### src/source/bus_pkg.sv
package bus_pkg;

    // widths carried on the data bus
    typedef logic [63:0] addr_t;
    typedef logic [63:0] data_t;

    typedef enum logic [1:0] {
        size_byte   = 2'd0,
        size_half   = 2'd1,
        size_word   = 2'd2,
        size_double = 2'd3
    } bus_size_e;

    // wdata is already placed in its byte lanes
    typedef struct packed {
        addr_t     addr;
        bus_size_e size;
        logic      write;
        data_t     wdata;
    } bus_req_t;

    typedef struct packed {
        logic  ready;
        data_t rdata;
    } bus_rsp_t;

    // core-local timer region
    localparam addr_t clint_base = 64'h0000_0000_0200_0000;
    localparam addr_t clint_span = 64'h0000_0000_0001_0000;

    // register offsets inside the CLINT region
    localparam addr_t mtimecmp_offset = 64'h0000_0000_0000_4000;
    localparam addr_t mtime_offset    = 64'h0000_0000_0000_bff8;

endpackage

### src/source/lsu_pkg.sv
package lsu_pkg;

    typedef enum logic [3:0] {
        op_lb  = 4'd0,
        op_lh  = 4'd1,
        op_lw  = 4'd2,
        op_ld  = 4'd3,
        op_lbu = 4'd4,
        op_lhu = 4'd5,
        op_lwu = 4'd6,
        op_sb  = 4'd8,
        op_sh  = 4'd9,
        op_sw  = 4'd10,
        op_sd  = 4'd11
    } ls_op_e;

    // wdata is the raw register value, not yet lane-placed
    typedef struct packed {
        ls_op_e          op;
        bus_pkg::addr_t  addr;
        bus_pkg::data_t  wdata;
    } acc_req_t;

    // byte offset inside a doubleword
    typedef logic [2:0] lane_t;

    // how a narrow load fills the upper bits
    typedef enum logic {
        ext_zero = 1'b0,
        ext_sign = 1'b1
    } ext_e;

endpackage

### src/source/clint_timer.sv
`timescale 1ns/1ps

module clint_timer (
    input  logic            inst_selfdefine,
    input  logic            reset,
    input  logic            mtime_wr,
    input  bus_pkg::data_t  mtime_wdata,
    input  bus_pkg::data_t  mtimecmp,
    output bus_pkg::data_t  mtime,
    output logic            mtip
);

    // free running, a bus write takes priority over the tick
    always_ff @(posedge inst_selfdefine) begin
        if (reset) begin
            mtime <= '0;
        end else if (mtime_wr) begin
            mtime <= mtime_wdata;
        end else begin
            mtime <= mtime + 64'd1;
        end
    end

    // unsigned compare, one cycle late
    always_ff @(posedge inst_selfdefine) begin
        if (reset) begin
            mtip <= 1'b0;
        end else begin
            mtip <= (mtime >= mtimecmp);
        end
    end

endmodule

### src/source/clint_regs.sv
`timescale 1ns/1ps

module clint_regs (
    input  logic               inst_selfdefine,
    input  logic               reset,
    input  logic               clint_valid,
    input  bus_pkg::bus_req_t  clint_req,
    output bus_pkg::bus_rsp_t  clint_rsp,
    input  bus_pkg::data_t     mtime,
    output logic               mtime_wr,
    output bus_pkg::data_t     mtime_wdata,
    output bus_pkg::data_t     mtimecmp
);

    bus_pkg::addr_t offset;
    logic           sel_cmp;
    logic           sel_time;
    logic           ready_q;
    bus_pkg::data_t rdata_q;
    bus_pkg::data_t rd_mux;

    assign offset   = clint_req.addr - bus_pkg::clint_base;
    assign sel_cmp  = (offset == bus_pkg::mtimecmp_offset);
    assign sel_time = (offset == bus_pkg::mtime_offset);

    // mtime lives in the timer, so its writes go out as a load pulse
    assign mtime_wr    = clint_valid & clint_req.write & sel_time;
    assign mtime_wdata = clint_req.wdata;

    always_ff @(posedge inst_selfdefine) begin
        if (reset) begin
            mtimecmp <= '1;
        end else if (clint_valid && clint_req.write && sel_cmp) begin
            mtimecmp <= clint_req.wdata;
        end
    end

    // unmapped offsets read as zero
    always_comb begin
        if (clint_req.write) begin
            rd_mux = '0;
        end else if (sel_cmp) begin
            rd_mux = mtimecmp;
        end else if (sel_time) begin
            rd_mux = mtime;
        end else begin
            rd_mux = '0;
        end
    end

    always_ff @(posedge inst_selfdefine) begin
        if (reset) begin
            ready_q <= 1'b0;
        end else begin
            ready_q <= clint_valid;
        end
    end

    always_ff @(posedge inst_selfdefine) begin
        if (clint_valid) begin
            rdata_q <= rd_mux;
        end
    end

    assign clint_rsp.ready = ready_q;
    assign clint_rsp.rdata = rdata_q;

    a_double_only: assert property (@(posedge inst_selfdefine) disable iff (reset)
        clint_valid |-> clint_req.size == bus_pkg::size_double);

endmodule

### src/source/bus_router.sv
`timescale 1ns/1ps

module bus_router (
    input  logic               inst_selfdefine,
    input  logic               reset,
    input  logic               bus_valid,
    input  bus_pkg::bus_req_t  bus_req,
    output bus_pkg::bus_rsp_t  bus_rsp,
    output logic               mem_valid,
    output bus_pkg::bus_req_t  mem_req,
    input  bus_pkg::bus_rsp_t  mem_rsp,
    output logic               clint_valid,
    output bus_pkg::bus_req_t  clint_req,
    input  bus_pkg::bus_rsp_t  clint_rsp
);

    logic hit_clint;
    logic pending_q;
    logic target_clint_q;
    logic rsp_ready;

    // CLINT region, everything else goes out to memory
    assign hit_clint = (bus_req.addr >= bus_pkg::clint_base) &&
                       (bus_req.addr < bus_pkg::clint_base + bus_pkg::clint_span);

    assign mem_valid   = bus_valid & ~hit_clint;
    assign clint_valid = bus_valid & hit_clint;

    // both targets see the request, only one gets the strobe
    assign mem_req   = bus_req;
    assign clint_req = bus_req;

    assign rsp_ready = target_clint_q ? clint_rsp.ready : mem_rsp.ready;

    always_ff @(posedge inst_selfdefine) begin
        if (reset) begin
            pending_q      <= 1'b0;
            target_clint_q <= 1'b0;
        end else if (bus_valid) begin
            pending_q      <= 1'b1;
            target_clint_q <= hit_clint;
        end else if (rsp_ready) begin
            pending_q      <= 1'b0;
        end
    end

    // steer the reply from whichever target took the access
    always_comb begin
        if (target_clint_q) begin
            bus_rsp = clint_rsp;
        end else begin
            bus_rsp = mem_rsp;
        end
    end

    a_mem_rsp_pending: assert property (@(posedge inst_selfdefine) disable iff (reset)
        mem_rsp.ready |-> pending_q && !target_clint_q);

    a_clint_rsp_pending: assert property (@(posedge inst_selfdefine) disable iff (reset)
        clint_rsp.ready |-> pending_q && target_clint_q);

endmodule

### src/source/access_align.sv
`timescale 1ns/1ps

module access_align (
    input  logic               inst_selfdefine,
    input  logic               reset,
    input  logic               acc_valid,
    input  lsu_pkg::acc_req_t  acc_req,
    output logic               acc_done,
    output bus_pkg::data_t     acc_rdata,
    output logic               bus_valid,
    output bus_pkg::bus_req_t  bus_req,
    input  bus_pkg::bus_rsp_t  bus_rsp
);

    logic             pending;
    lsu_pkg::ls_op_e  op_q;
    lsu_pkg::lane_t   lane_q;
    lsu_pkg::lane_t   req_lane;
    lsu_pkg::lane_t   align_mask;
    bus_pkg::data_t   store_raw;
    bus_pkg::data_t   lane_data;
    bus_pkg::data_t   load_data;
    logic             sign_ext;

    function automatic bus_pkg::bus_size_e op_size(lsu_pkg::ls_op_e op);
        case (op)
            lsu_pkg::op_lb, lsu_pkg::op_lbu, lsu_pkg::op_sb: return bus_pkg::size_byte;
            lsu_pkg::op_lh, lsu_pkg::op_lhu, lsu_pkg::op_sh: return bus_pkg::size_half;
            lsu_pkg::op_lw, lsu_pkg::op_lwu, lsu_pkg::op_sw: return bus_pkg::size_word;
            default: return bus_pkg::size_double;
        endcase
    endfunction

    function automatic logic op_write(lsu_pkg::ls_op_e op);
        return op inside {lsu_pkg::op_sb, lsu_pkg::op_sh, lsu_pkg::op_sw, lsu_pkg::op_sd};
    endfunction

    function automatic lsu_pkg::ext_e op_ext(lsu_pkg::ls_op_e op);
        if (op inside {lsu_pkg::op_lb, lsu_pkg::op_lh, lsu_pkg::op_lw}) begin
            return lsu_pkg::ext_sign;
        end
        return lsu_pkg::ext_zero;
    endfunction

    assign req_lane = acc_req.addr[2:0];

    // trim store data to its size, then move it into its lanes
    always_comb begin
        case (op_size(acc_req.op))
            bus_pkg::size_byte: begin
                store_raw  = {56'b0, acc_req.wdata[7:0]};
                align_mask = 3'b000;
            end
            bus_pkg::size_half: begin
                store_raw  = {48'b0, acc_req.wdata[15:0]};
                align_mask = 3'b001;
            end
            bus_pkg::size_word: begin
                store_raw  = {32'b0, acc_req.wdata[31:0]};
                align_mask = 3'b011;
            end
            default: begin
                store_raw  = acc_req.wdata;
                align_mask = 3'b111;
            end
        endcase
        bus_req.addr  = acc_req.addr;
        bus_req.size  = op_size(acc_req.op);
        bus_req.write = op_write(acc_req.op);
        bus_req.wdata = bus_req.write ? store_raw << {req_lane, 3'b000} : '0;
    end

    assign bus_valid = acc_valid;

    always_ff @(posedge inst_selfdefine) begin
        if (reset) begin
            pending <= 1'b0;
        end else if (acc_valid) begin
            pending <= 1'b1;
        end else if (bus_rsp.ready) begin
            pending <= 1'b0;
        end
    end

    // op and lane are needed again when the response comes back
    always_ff @(posedge inst_selfdefine) begin
        if (acc_valid) begin
            op_q   <= acc_req.op;
            lane_q <= req_lane;
        end
    end

    always_comb begin
        lane_data = bus_rsp.rdata >> {lane_q, 3'b000};
        sign_ext  = (op_ext(op_q) == lsu_pkg::ext_sign);
        case (op_size(op_q))
            bus_pkg::size_byte: load_data = {{56{sign_ext & lane_data[7]}}, lane_data[7:0]};
            bus_pkg::size_half: load_data = {{48{sign_ext & lane_data[15]}}, lane_data[15:0]};
            bus_pkg::size_word: load_data = {{32{sign_ext & lane_data[31]}}, lane_data[31:0]};
            default:            load_data = lane_data;
        endcase
    end

    assign acc_done  = bus_rsp.ready & pending;
    assign acc_rdata = op_write(op_q) ? '0 : load_data;

    a_natural_align: assert property (@(posedge inst_selfdefine) disable iff (reset)
        acc_valid |-> (req_lane & align_mask) == 3'b000);

    // requester must wait for acc_done
    a_one_outstanding: assert property (@(posedge inst_selfdefine) disable iff (reset)
        acc_valid |-> !pending);

endmodule

### src/source/lsu_top.sv
`timescale 1ns/1ps

module lsu_top (
    input  logic               inst_selfdefine,
    input  logic               reset,
    input  logic               acc_valid,
    input  lsu_pkg::acc_req_t  acc_req,
    output logic               acc_done,
    output bus_pkg::data_t     acc_rdata,
    output logic               mem_valid,
    output bus_pkg::bus_req_t  mem_req,
    input  bus_pkg::bus_rsp_t  mem_rsp,
    output logic               mtip
);

    logic               bus_valid;
    bus_pkg::bus_req_t  bus_req;
    bus_pkg::bus_rsp_t  bus_rsp;
    logic               clint_valid;
    bus_pkg::bus_req_t  clint_req;
    bus_pkg::bus_rsp_t  clint_rsp;
    logic               mtime_wr;
    bus_pkg::data_t     mtime_wdata;
    bus_pkg::data_t     mtimecmp;
    bus_pkg::data_t     mtime;

    access_align u_access_align (
        .inst_selfdefine (inst_selfdefine),
        .reset           (reset),
        .acc_valid       (acc_valid),
        .acc_req         (acc_req),
        .acc_done        (acc_done),
        .acc_rdata       (acc_rdata),
        .bus_valid       (bus_valid),
        .bus_req         (bus_req),
        .bus_rsp         (bus_rsp)
    );

    bus_router u_bus_router (
        .inst_selfdefine (inst_selfdefine),
        .reset           (reset),
        .bus_valid       (bus_valid),
        .bus_req         (bus_req),
        .bus_rsp         (bus_rsp),
        .mem_valid       (mem_valid),
        .mem_req         (mem_req),
        .mem_rsp         (mem_rsp),
        .clint_valid     (clint_valid),
        .clint_req       (clint_req),
        .clint_rsp       (clint_rsp)
    );

    clint_regs u_clint_regs (
        .inst_selfdefine (inst_selfdefine),
        .reset           (reset),
        .clint_valid     (clint_valid),
        .clint_req       (clint_req),
        .clint_rsp       (clint_rsp),
        .mtime           (mtime),
        .mtime_wr        (mtime_wr),
        .mtime_wdata     (mtime_wdata),
        .mtimecmp        (mtimecmp)
    );

    clint_timer u_clint_timer (
        .inst_selfdefine (inst_selfdefine),
        .reset           (reset),
        .mtime_wr        (mtime_wr),
        .mtime_wdata     (mtime_wdata),
        .mtimecmp        (mtimecmp),
        .mtime           (mtime),
        .mtip            (mtip)
    );

endmodule

### config.mk
export PLATFORM = sky130hd
export DESIGN_NAME = lsu_top
export DESIGN_NICKNAME = d
export VERILOG_FILES = /design/src/source/bus_pkg.sv /design/src/source/lsu_pkg.sv /design/src/source/clint_timer.sv /design/src/source/clint_regs.sv /design/src/source/bus_router.sv /design/src/source/access_align.sv /design/src/source/lsu_top.sv
export SDC_FILE = /design/constraint.sdc
export NUM_CORES = 1
export LEC_CHECK = 0
export CAP_MARGIN = 30
export CORE_AREA = 5 5 171 173
export DETAILED_ROUTE_END_ITERATION = 16
export DIE_AREA = 0 0 176 178
export DONT_BUFFER_PORTS = 1
export PLACE_DENSITY = 0.74
export SLEW_MARGIN = 20
export SYNTH_ARGS = -nofsm -noshare
export SYNTH_HDL_FRONTEND = slang
export SYNTH_SLANG_ARGS = --single-unit
### constraint.sdc
create_clock -name inst_selfdefine -period 6.66 [get_ports inst_selfdefine]
set_input_delay 0.999 -clock inst_selfdefine [delete_from_list [all_inputs] [get_ports inst_selfdefine]]
set_output_delay 0.999 -clock inst_selfdefine [all_outputs]
set_load 0.01 [all_outputs]
# [Word level (Yosys, flattened, before mapping)]
# Memories as Yosys holds them, arrays and structs flattened. A register that Yosys moved wholly into a read port is not among the register bits.
# Index checks and enable logic that the tools add are counted.
[op_classes] bitwise_logic=9 shifts=2 eq_ne=16 add_sub_neg=2 mux=14 magnitude_cmp=3 n_reduce_logical=10
[ops] cell="$pmux 64 s3" n=2
[ops] cell="$mux 64" n=5
[ops] cell="$mux 65" n=1
[ops] cell="$add 64x1->64 const B" n=1
[ops] cell="$eq 64x15->1 const B" n=1
[ops] cell="$eq 64x16->1 const B" n=1
[ops] cell="$ge 64x26->1 const B" n=1
[ops] cell="$ge 64x64->1" n=1
[ops] cell="$lt 64x26->1 const B" n=1
[ops] cell="$shl 64x6->64" n=1
[ops] cell="$shr 64x6->64" n=1
[ops] cell="$sub 64x26->64 const B" n=1
[ops] cell="$eq 4x4->1 const B" n=8
[ops] cell="$and 1x1->1" n=8
[ops] cell="$reduce_bool 4->1" n=2
[ops] cell="$mux 1" n=5
[ops] cell="$eq 2x1->1 const B" n=2
[ops] cell="$eq 2x2->1 const B" n=2
[ops] cell="$eq 4x1->1 const B" n=1
[ops] cell="$eq 4x2->1 const B" n=1
[ops] cell="$logic_not 2->1" n=2
[ops] cell="$logic_not 4->1" n=1
[ops] cell="$mux 4" n=1
[ops] cell="$logic_and 1x1->1" n=3
[ops] cell="3 further kinds" n=3
[word_totals] mem_bits_ro=96 n_memories=3 output_inout_bits=198 elab_cells=68 reg_bits=203 inputBits=200
[memory_table] memory="(no name shown)" words=16 word_bits=2 read_ports=1 rd_clocked_by_memory_dff=1 wr=0 line="access_align.sv:26" rtl="case (op)"
[memory_table] memory="(no name shown)" words=16 word_bits=2 read_ports=1 rd_clocked_by_memory_dff=0 wr=0 line="access_align.sv:26"
[memory_table] memory="(no name shown)" words=16 word_bits=2 read_ports=1 rd_clocked_by_memory_dff=0 wr=0 line="access_align.sv:26"

# [Depth between registers and ports, before layout]
# Gate-level depths: netlist (run 1).
[logic_depth] word_depth=7 depth_mapped=12 mapped_depth_nobuf=10

# [By module]
# Synthesis (run 1) repeated with hierarchy kept, for this count alone.
[hier_totals] cells_unflattened=2611 area_unflattened_um2=21317.9
[by_module_without_submodules] module="clint_regs" cells_per_inst=845 seq_area_each_um2=3223.1 instances=1 area_each_um2=7688.6
[by_module_without_submodules] module="access_align" cells_per_inst=734 seq_area_each_um2=270.3 instances=1 area_each_um2=5552.8
[by_module_without_submodules] module="clint_timer" cells_per_inst=675 seq_area_each_um2=1301.2 instances=1 area_each_um2=5148.7
[by_module_without_submodules] module="bus_router" cells_per_inst=357 seq_area_each_um2=20.0 instances=1 area_each_um2=2927.8

# [Worst setup path before layout (run 1)]
# No wires, ideal clock.
[synth_timing] kind="in2reg" from="input acc_req[111] (netlist bit)" to="register u_clint_regs.mtimecmp[43]" setup_time_ns=0.058 setup_slack_ns=2.169 t_required_ns=6.602 t_arrival_ns=4.433 stages=10 path_buffers=1 path_cell_list="or4_1 -> nor4b_4 -> nand4_2 -> and2b_2 -> nand2_1 -> inv_1 -> nand3_1 -> clkbuf_1 -> nor2_1 -> a211o_1"
[synth_via] elab_chain_len=5 elab_cells_between_ends=8 classes_between="add/sub (1); order compare (2); eq/ne (1); bitwise (1); reduce/logical (3)"
[synth_rtl] item="start, declared" line="lsu_top.sv:7" rtl="input lsu_pkg::acc_req_t acc_req,"
[synth_rtl] item="$ge 64x26->1 / $lt 64x26->1 (equally long branches)" line="bus_router.sv:23, bus_router.sv:24"
[synth_rtl] item="$logic_and 1x1->1 *" line="bus_router.sv:23" rtl="assign hit_clint = (bus_req.addr >= bus_pkg::clint_base) &&"
[synth_rtl] item="$and 1x1->1 *" line="bus_router.sv:27" rtl="assign clint_valid = bus_valid & hit_clint;"
[synth_rtl] item="via clint_valid" line="lsu_top.sv:19" rtl="logic clint_valid;"
[synth_rtl] item="$logic_and 1x1->1 * (2 in series)" line="clint_regs.sv:33" rtl="end else if (clint_valid && clint_req.write && sel_cmp) begin"
[synth_rtl] item="end signal, assigned" line="clint_regs.sv:34" rtl="mtimecmp <= clint_req.wdata;"
[synth_rtl] item="end, declared" line="clint_regs.sv:12" rtl="output bus_pkg::data_t mtimecmp"
# The timed path passes the listed nets; every way through them passes the cells marked *.
# A chain may end at the register's enable or synchronous reset.

# [Worst setup path in the final report (run 1)]
[layout_timing] from="register u_access_align.lane_q[1]" to="output acc_rdata[16]"
[layout_via] elab_chain_len=4 elab_cells_between_ends=5 classes_between="shift (1); mux (2); bitwise (2)"
[layout_rtl] item="start, declared" line="access_align.sv:17" rtl="lsu_pkg::lane_t lane_q;"
[layout_rtl] item="start signal, assigned" line="access_align.sv:89" rtl="lane_q <= req_lane;"
[layout_rtl] item="$shr 64x6->64 *" line="access_align.sv:94" rtl="lane_data = bus_rsp.rdata >> {lane_q, 3'b000};"
[layout_rtl] item="$and 1x1->1 (on tied branches)" line="access_align.sv:98, access_align.sv:97"
[layout_rtl] item="$pmux 64 s3 *" line="access_align.sv:96" rtl="case (op_size(op_q))"
[layout_rtl] item="$mux 64 *" line="access_align.sv:105" rtl="assign acc_rdata = op_write(op_q) ? '0 : load_data;"
[layout_rtl] item="end, declared" line="lsu_top.sv:9" rtl="output bus_pkg::data_t acc_rdata,"
# Mark *: on every way between the ends. The rest lies on a longest branch, timed or not.

==> results of run 1 <==
==> synth_stat cells (10+ instances only) <==
cell type and instances:
a211o_1 52, a211oi_1 101, a21o_1 14, a21oi_1 90, a22o_1 16, a22o_2 48
a31oi_1 25, and2_1 17, and3_1 21, buf_1 19, buf_2 10, buf_4 64
clkbuf_1 98, dfxtp_1 134, edfxtp_1 71, ha_1 66, inv_1 120, mux2_2 15
mux2i_1 74, mux4_2 50, nand2_1 105, nand2b_1 29, nand3_1 51, nand4_1 38
nor2_1 264, nor3_1 29, o21ai_0 82, or2_2 20, xnor2_1 39, xor2_1 27
==> critical path, delay by kind of cell (launching register included) <==
kind | cells | cell delay, ns
and+or+nand+nor | 4 | 1.39
buffers and inverters | 1 | 0.96
DFF | 1 | 0.94
AOI/OAI and AO/OA | 2 | 0.68
==> report_power, final <==
part	switching [mW]	internal (mW)	leakage [nW]	total (mW)
sequential	0.0215	1.29	1.59	1.31
clock	0.497	0.692	0.347	1.19
combinational	0.301	0.155	4.92	0.457
==> layout by cell type (no fill, tap or decap), types with 66 or more instances in the layout <==
| cell type | netlist | routed |
|---|---|---|
| mux2i_1 | 74 | 74 |
| nor2_1 | 264 | 264 |
| a211oi_1 | 101 | 101 |
| o21ai_0 | 82 | 82 |
| dfxtp_1 | 134 | 133 |
| inv_1 | 120 | 118 |
| edfxtp_1 | 71 | 71 |
| nand2_1 | 105 | 105 |
| a21oi_1 | 90 | 90 |
| ha_1 | 66 | 66 |
==> registers in the layout (all words and copies together), names as in the netlist, named ones only <==
register / flops
u_access_align.op_q: 4
u_clint_regs.mtimecmp: 64
u_clint_timer.mtime: 64
u_clint_regs.ready_q: 1
u_clint_timer.mtip: 1
u_bus_router.target_clint_q: 1
u_access_align.pending: 1
u_access_align.lane_q: 3
u_clint_regs.rdata_q: 64
==> routing by layer <==
layer / share of wire / vias up
li1: - / 6564
met1: 0.38 / 6868
met2: 0.43 / 1055
met3: 0.12 / 199
met4: 0.065 / 0
met5: 0 / -
==> cell type report <==
class	instances	area share
timing repair buffer	19	0.0117
antenna	1	0.000152
clock inverter	12	0.00709
sequential	205	0.293
multi-input combinational	1378	0.598
clock buffer	26	0.0350
tap	346	0.0264
inverter	122	0.0279
==> path summary, 6_finish.rpt <==
kind	endpoint	slack, ns	cells after the start
worst min-delay path	u_access_align.pending	0.47	2
worst max register to register	u_clint_timer.mtip	3.33	10
worst min register to register	u_access_align.pending	0.47	2
worst max-delay path	acc_rdata[16]	1.18	7
==> cell families (layout without fill, tap and decap cells) <==
kind of cell / after synthesis / in the layout / synth area share
and+or+nand+nor: 632 / 632 / 0.187
AOI/OAI and AO/OA: 475 / 475 / 0.204
buffers and inverters: 328 / 179 / 0.101
DFF: 205 / 205 / 0.296
muxes: 139 / 139 / 0.125
adders and majority gates: 66 / 66 / 0.0507
xor gates and xnor gates: 66 / 66 / 0.0355
other: 0 / 1 / 0
==> results.md, run 1 <==
- Status: finished clean
- Yosys top cell area share: 0.165
- Skew-Pair Late Insertion Delay: ~0.52 ns
- Clock sinks: 205
- Fin Hold WS: 0.474 ns
- DRC violation total after the first TritonRoute iteration: 1808
- Wire length of the first global-routing pass: 88.9 mm
- Overflow after GRT: 0
- R2R Path Start: u_clint_timer.mtime[0]
- VDD IR max: 0.000153 V
- Post_cts resized: 0
- Non-Filler Instances: 2109
- Critical path class: flop to output port
- Vias per Instance: 6.96
- DP Cell Count: 2066
- I/O pins: between 300 and 400
- Crit path from: u_access_align.lane_q[1]
- HPWL after DPL: 47.6 mm
- Layout cells sized above 1: 0.114
- Worst setup margin: 1.18 ns
- # Max-Cap Violations: 0
- Final Power: about 3 mW
- Worst setup SP type: flop
- Sequential area share after synthesis: 0.296
- Fin. max-slew vios: 0
- Core Footprint: 27500 um^2
- CTS tree: yes
- WP data required: between 5 and 6 ns
- Post-synth ARST share: 0
- Sequential cell area: between 4000 and 5000 um^2
- CTS Buffer Depth: 3
- Final wirelength: 61.1 mm
- Setup TNS: 0 ns
- Placed instance area: between 15000 and 20000 um^2
- Hold buffers post-CTS: 0
- Critical path, cell by cell: clkinv_1, nand2_1, nand2_1, a21oi_1, or3b_2, and2_0, o21ai_0
- Hold path start: u_access_align.pending
- Power per Cell Area: 180 nW/um^2
- Initial antenna violation count: 1
- PortBufs: 0
- Synth warn: 0
- Die Y: 178 um
- Multi-input gate area: 9830 um^2
- Crit path max fanout: 27
- Overall Global Routing Usage: 0.371
- Synth Flop Type: dfxtp_1
- Syn_nets: 2177
- Post-Layout Inst Area: 16400 um^2
- CTS Buf Count: 21
- Upper clock frequency limit: 182 MHz
- CP max stage cell: clkinv_1
- Crit path time final: 5.48 ns
- Worst-path clk slew: 0.06 ns
- Max incr delay on CP: 0.96 ns
- Met3 GRT Util: 0.0969
- CTS H-tree depth: 1
- Largest net degree at the start of global routing: around 130
- Most used cell, CP: nand2_1
- Syn-to-layout area delta: 0.915%
- Met2 Use GR: 0.573
- Fill count: around 2400
- Die Area: 31300 um^2
- Worst Tran Pin Value: 1.04 ns
- Vias in the first global route: approximately 14000
- Clock skew: 0.0207 ns
- Vias: 14700
- Layout Nets: 2013
- Final core occ: 0.598
- Num rows: 61
- Dpl ws: 1.60 ns
- Synth top area cells: dfxtp_1 16%, edfxtp_1 13%, mux4_2 6.9%, nor2_1 6.1%, ha_1 5.1%
- Gr busiest metal: met2
- Hold Crit Class: flop to flop
- Leak pwr: around 7 nW
- DR pass1 iterations: 6
- DRC: 0
- Final worst path period share: 0.823
- Initial Utilization: 0.592
- Synth Register Bits: 205
- Element type at the critical path end: output port
- Worst rel slew slack: 0.298
- M1 GR Usage: 0.478
- Hold Vio Cnt, Final: 0
- CTS root buf: clkbuf_16
- Die width: roughly 180 um
- Post-Syn Instances: 1911
- Final number of setup-violating endpoints: 0
- Gpl congestion: between 1 and 1.5
- Post-CTS setup-driven buffer insertion count: 0
- Mapped Area: 16300 um^2
- Unrepaired setup endpoints after global routing: false
- Critical Path AT: roughly 4.5 ns
- Yosys cell types: 70
- Antenna Nets Post-Route: 0
- Number of synthesized flops with an enable pin: 71
- Syn_area_per_cell: 8.52 um^2
- Yosys top cell by area: dfxtp_1
- WL/cell: 29.0 um
Power figures use the tool's default switching activity.
==> inputs of run 2 (changes only) <==
CORE_AREA = 5 5 173 175   (was 5 5 171 173)
DIE_AREA = 0 0 178 180   (was 0 0 176 178)
PLACE_DENSITY = 0.75   (was 0.74)
clock period = 4.9 ns   (was 6.66 ns; I/O delays follow)
==> run 2 against run 1 <==
Against the previous run: clock power up 34%; count of clock-buffer cells in the layout increased by 2; sequential cell count is the same; combinational power is 36% higher; power is 35% higher; register-to-register slack worse by 1.9 ns; non-clock buffer count grew 9; critical path depth unchanged; sequential share of layout area down 0.17 points; die area is 2.3% higher.
==> results.md, run 2 (same netlist as run 1, synthesis figures left out) <==
- Fin. max-slew vios: 0
- CTS H-tree depth: 1
- Final worst path period share: 0.868
- Die Y: between 150 and 200 um
- VDD IR max: roughly 0.00018 V
- CTS tree: yes
- Worst rel slew slack: 0.381
- Final number of setup-violating endpoints: 0
- Post-Layout Inst Area: 16500 um^2
- Largest registers: u_clint_regs.mtimecmp (64), u_clint_regs.rdata_q (64), u_clint_timer.mtime (64)
- Worst setup margin: roughly 0.64 ns
- Worst Tran Pin Value: around 0.92 ns
- Max incr delay on CP: 0.63 ns
- Most common cell after layout, fill and taps aside: nor2_1
- Core Footprint: between 20000 and 30000 um^2
- DP Cell Count: ~2100
- Num rows: 62
- Leak pwr: 6.89 nW
- Final Power: 3.99 mW
- Vias in the first global route: 14100
- Largest net degree at the start of global routing: 134
- Clock skew: 0.00807 ns
- Skew-Pair Late Insertion Delay: 0.50 ns
- Hold Vio Cnt, Final: 0
- HPWL after DPL: approximately 49 mm
- Final core occ: 0.583
- DR pass1 iterations: 6
- Critical path, cell by cell: mux4_2, nand2_1, nand2_1, a21oi_1, or3b_2, and2_0, o21ai_0
- Kind of cell adding the most delay to the critical path: simple AND/OR/NAND/NOR gates
- Final wirelength: 62.4 mm
- Die Area: 32000 um^2
- Worst setup SP type: flop
- Crit path max fanout: 22
- Overflow after GRT: 0
- WP data required: around 4.2 ns
- Vias per Instance: 6.87
- Antenna Nets Post-Route: 0
- Status: finished clean
- Crit path time final: roughly 4.3 ns
- Gpl congestion: 1.06
- # Max-Cap Violations: 0
- Wire length of the first global-routing pass: about 91 mm
- Upper clock frequency limit: approximately 240 MHz
- Unrepaired setup endpoints after global routing: false
- Hold Crit Class: input pin to flop
- WP buf/inv: 0
- Critical path class: flop to output port
- Post_cts resized: 0
- CP max stage cell: dfxtp_4
- Dpl ws: 0.841 ns
- Layout Nets: slightly above 2000
- WL/cell: around 29 um
- Vias: 14800
- PortBufs: 0
- Non-Filler Instances: 2156
- Placed instance area: 15800 um^2
- Initial Utilization: 0.575
- Overall Global Routing Usage: 0.372
- Critical Path AT: 3.52 ns
- Element type at the critical path end: output port
- DRC violation total after the first TritonRoute iteration: 1836
- Most used cell, CP: nand2_1
- Post-CTS setup-driven buffer insertion count: 0
- CTS Buf Count: 21
- Commonest cells after routing, fill and taps aside: 264 x nor2_1, 133 x dfxtp_1, 118 x inv_1
- CTS root buf: clkbuf_16
- Syn-to-layout area delta: 1.51%
- DRC: 0
- Layout cells sized above 1: 0.116
- Initial antenna violation count: 1
- Setup TNS: 0 ns
- CTS Buffer Depth: 3
- Fin Hold WS: 0.306 ns
- I/O pins: 398
- Hold buffers post-CTS: 0
- Power per Cell Area: 242 nW/um^2
- Worst-path clk slew: 0.06 ns
- Clock sinks: between 200 and 250
- Die width: roughly 180 um
run 2: layer usage:
metal  up-vias  share of wire  routed length (um)  track usage
li1       6577              -                   -            -
met1      6937           0.36               22600        0.466
met2      1095           0.44               27600        0.574
met3       208           0.13                7970        0.101
met4         0          0.068                4220        0.214
met5         -              0                   0            0
run 2: area by class of cell:
type	count	area (um^2)
fillers	2566	11800
multi-input cells	1378	9830
flip-flops and latches	205	4820
clock buffers	28	572
well taps	384	480
inverters	122	458
repair buffers	28	264
clock inverters	9	96.3
diodes	2	5.00
run 2: worst paths after layout:
check,slack (ns),cells past startpoint,startpoint,endpoint
min reg2reg,0.49,1,u_clint_regs.mtimecmp[33],u_clint_regs.mtimecmp[33]
max,0.64,7,u_bus_router.target_clint_q,acc_rdata[16]
min,0.31,1,reset,u_clint_timer.mtime[7]
max reg2reg,1.39,10,u_clint_timer.mtime[0],u_clint_timer.mtip
run 2: where the power goes:
part	switching [mW]	internal, mW	total, mW
combinational	0.410	0.212	0.622
sequential	0.0263	1.76	1.78
clock	0.663	0.924	1.59
total	1.10	2.89	3.99
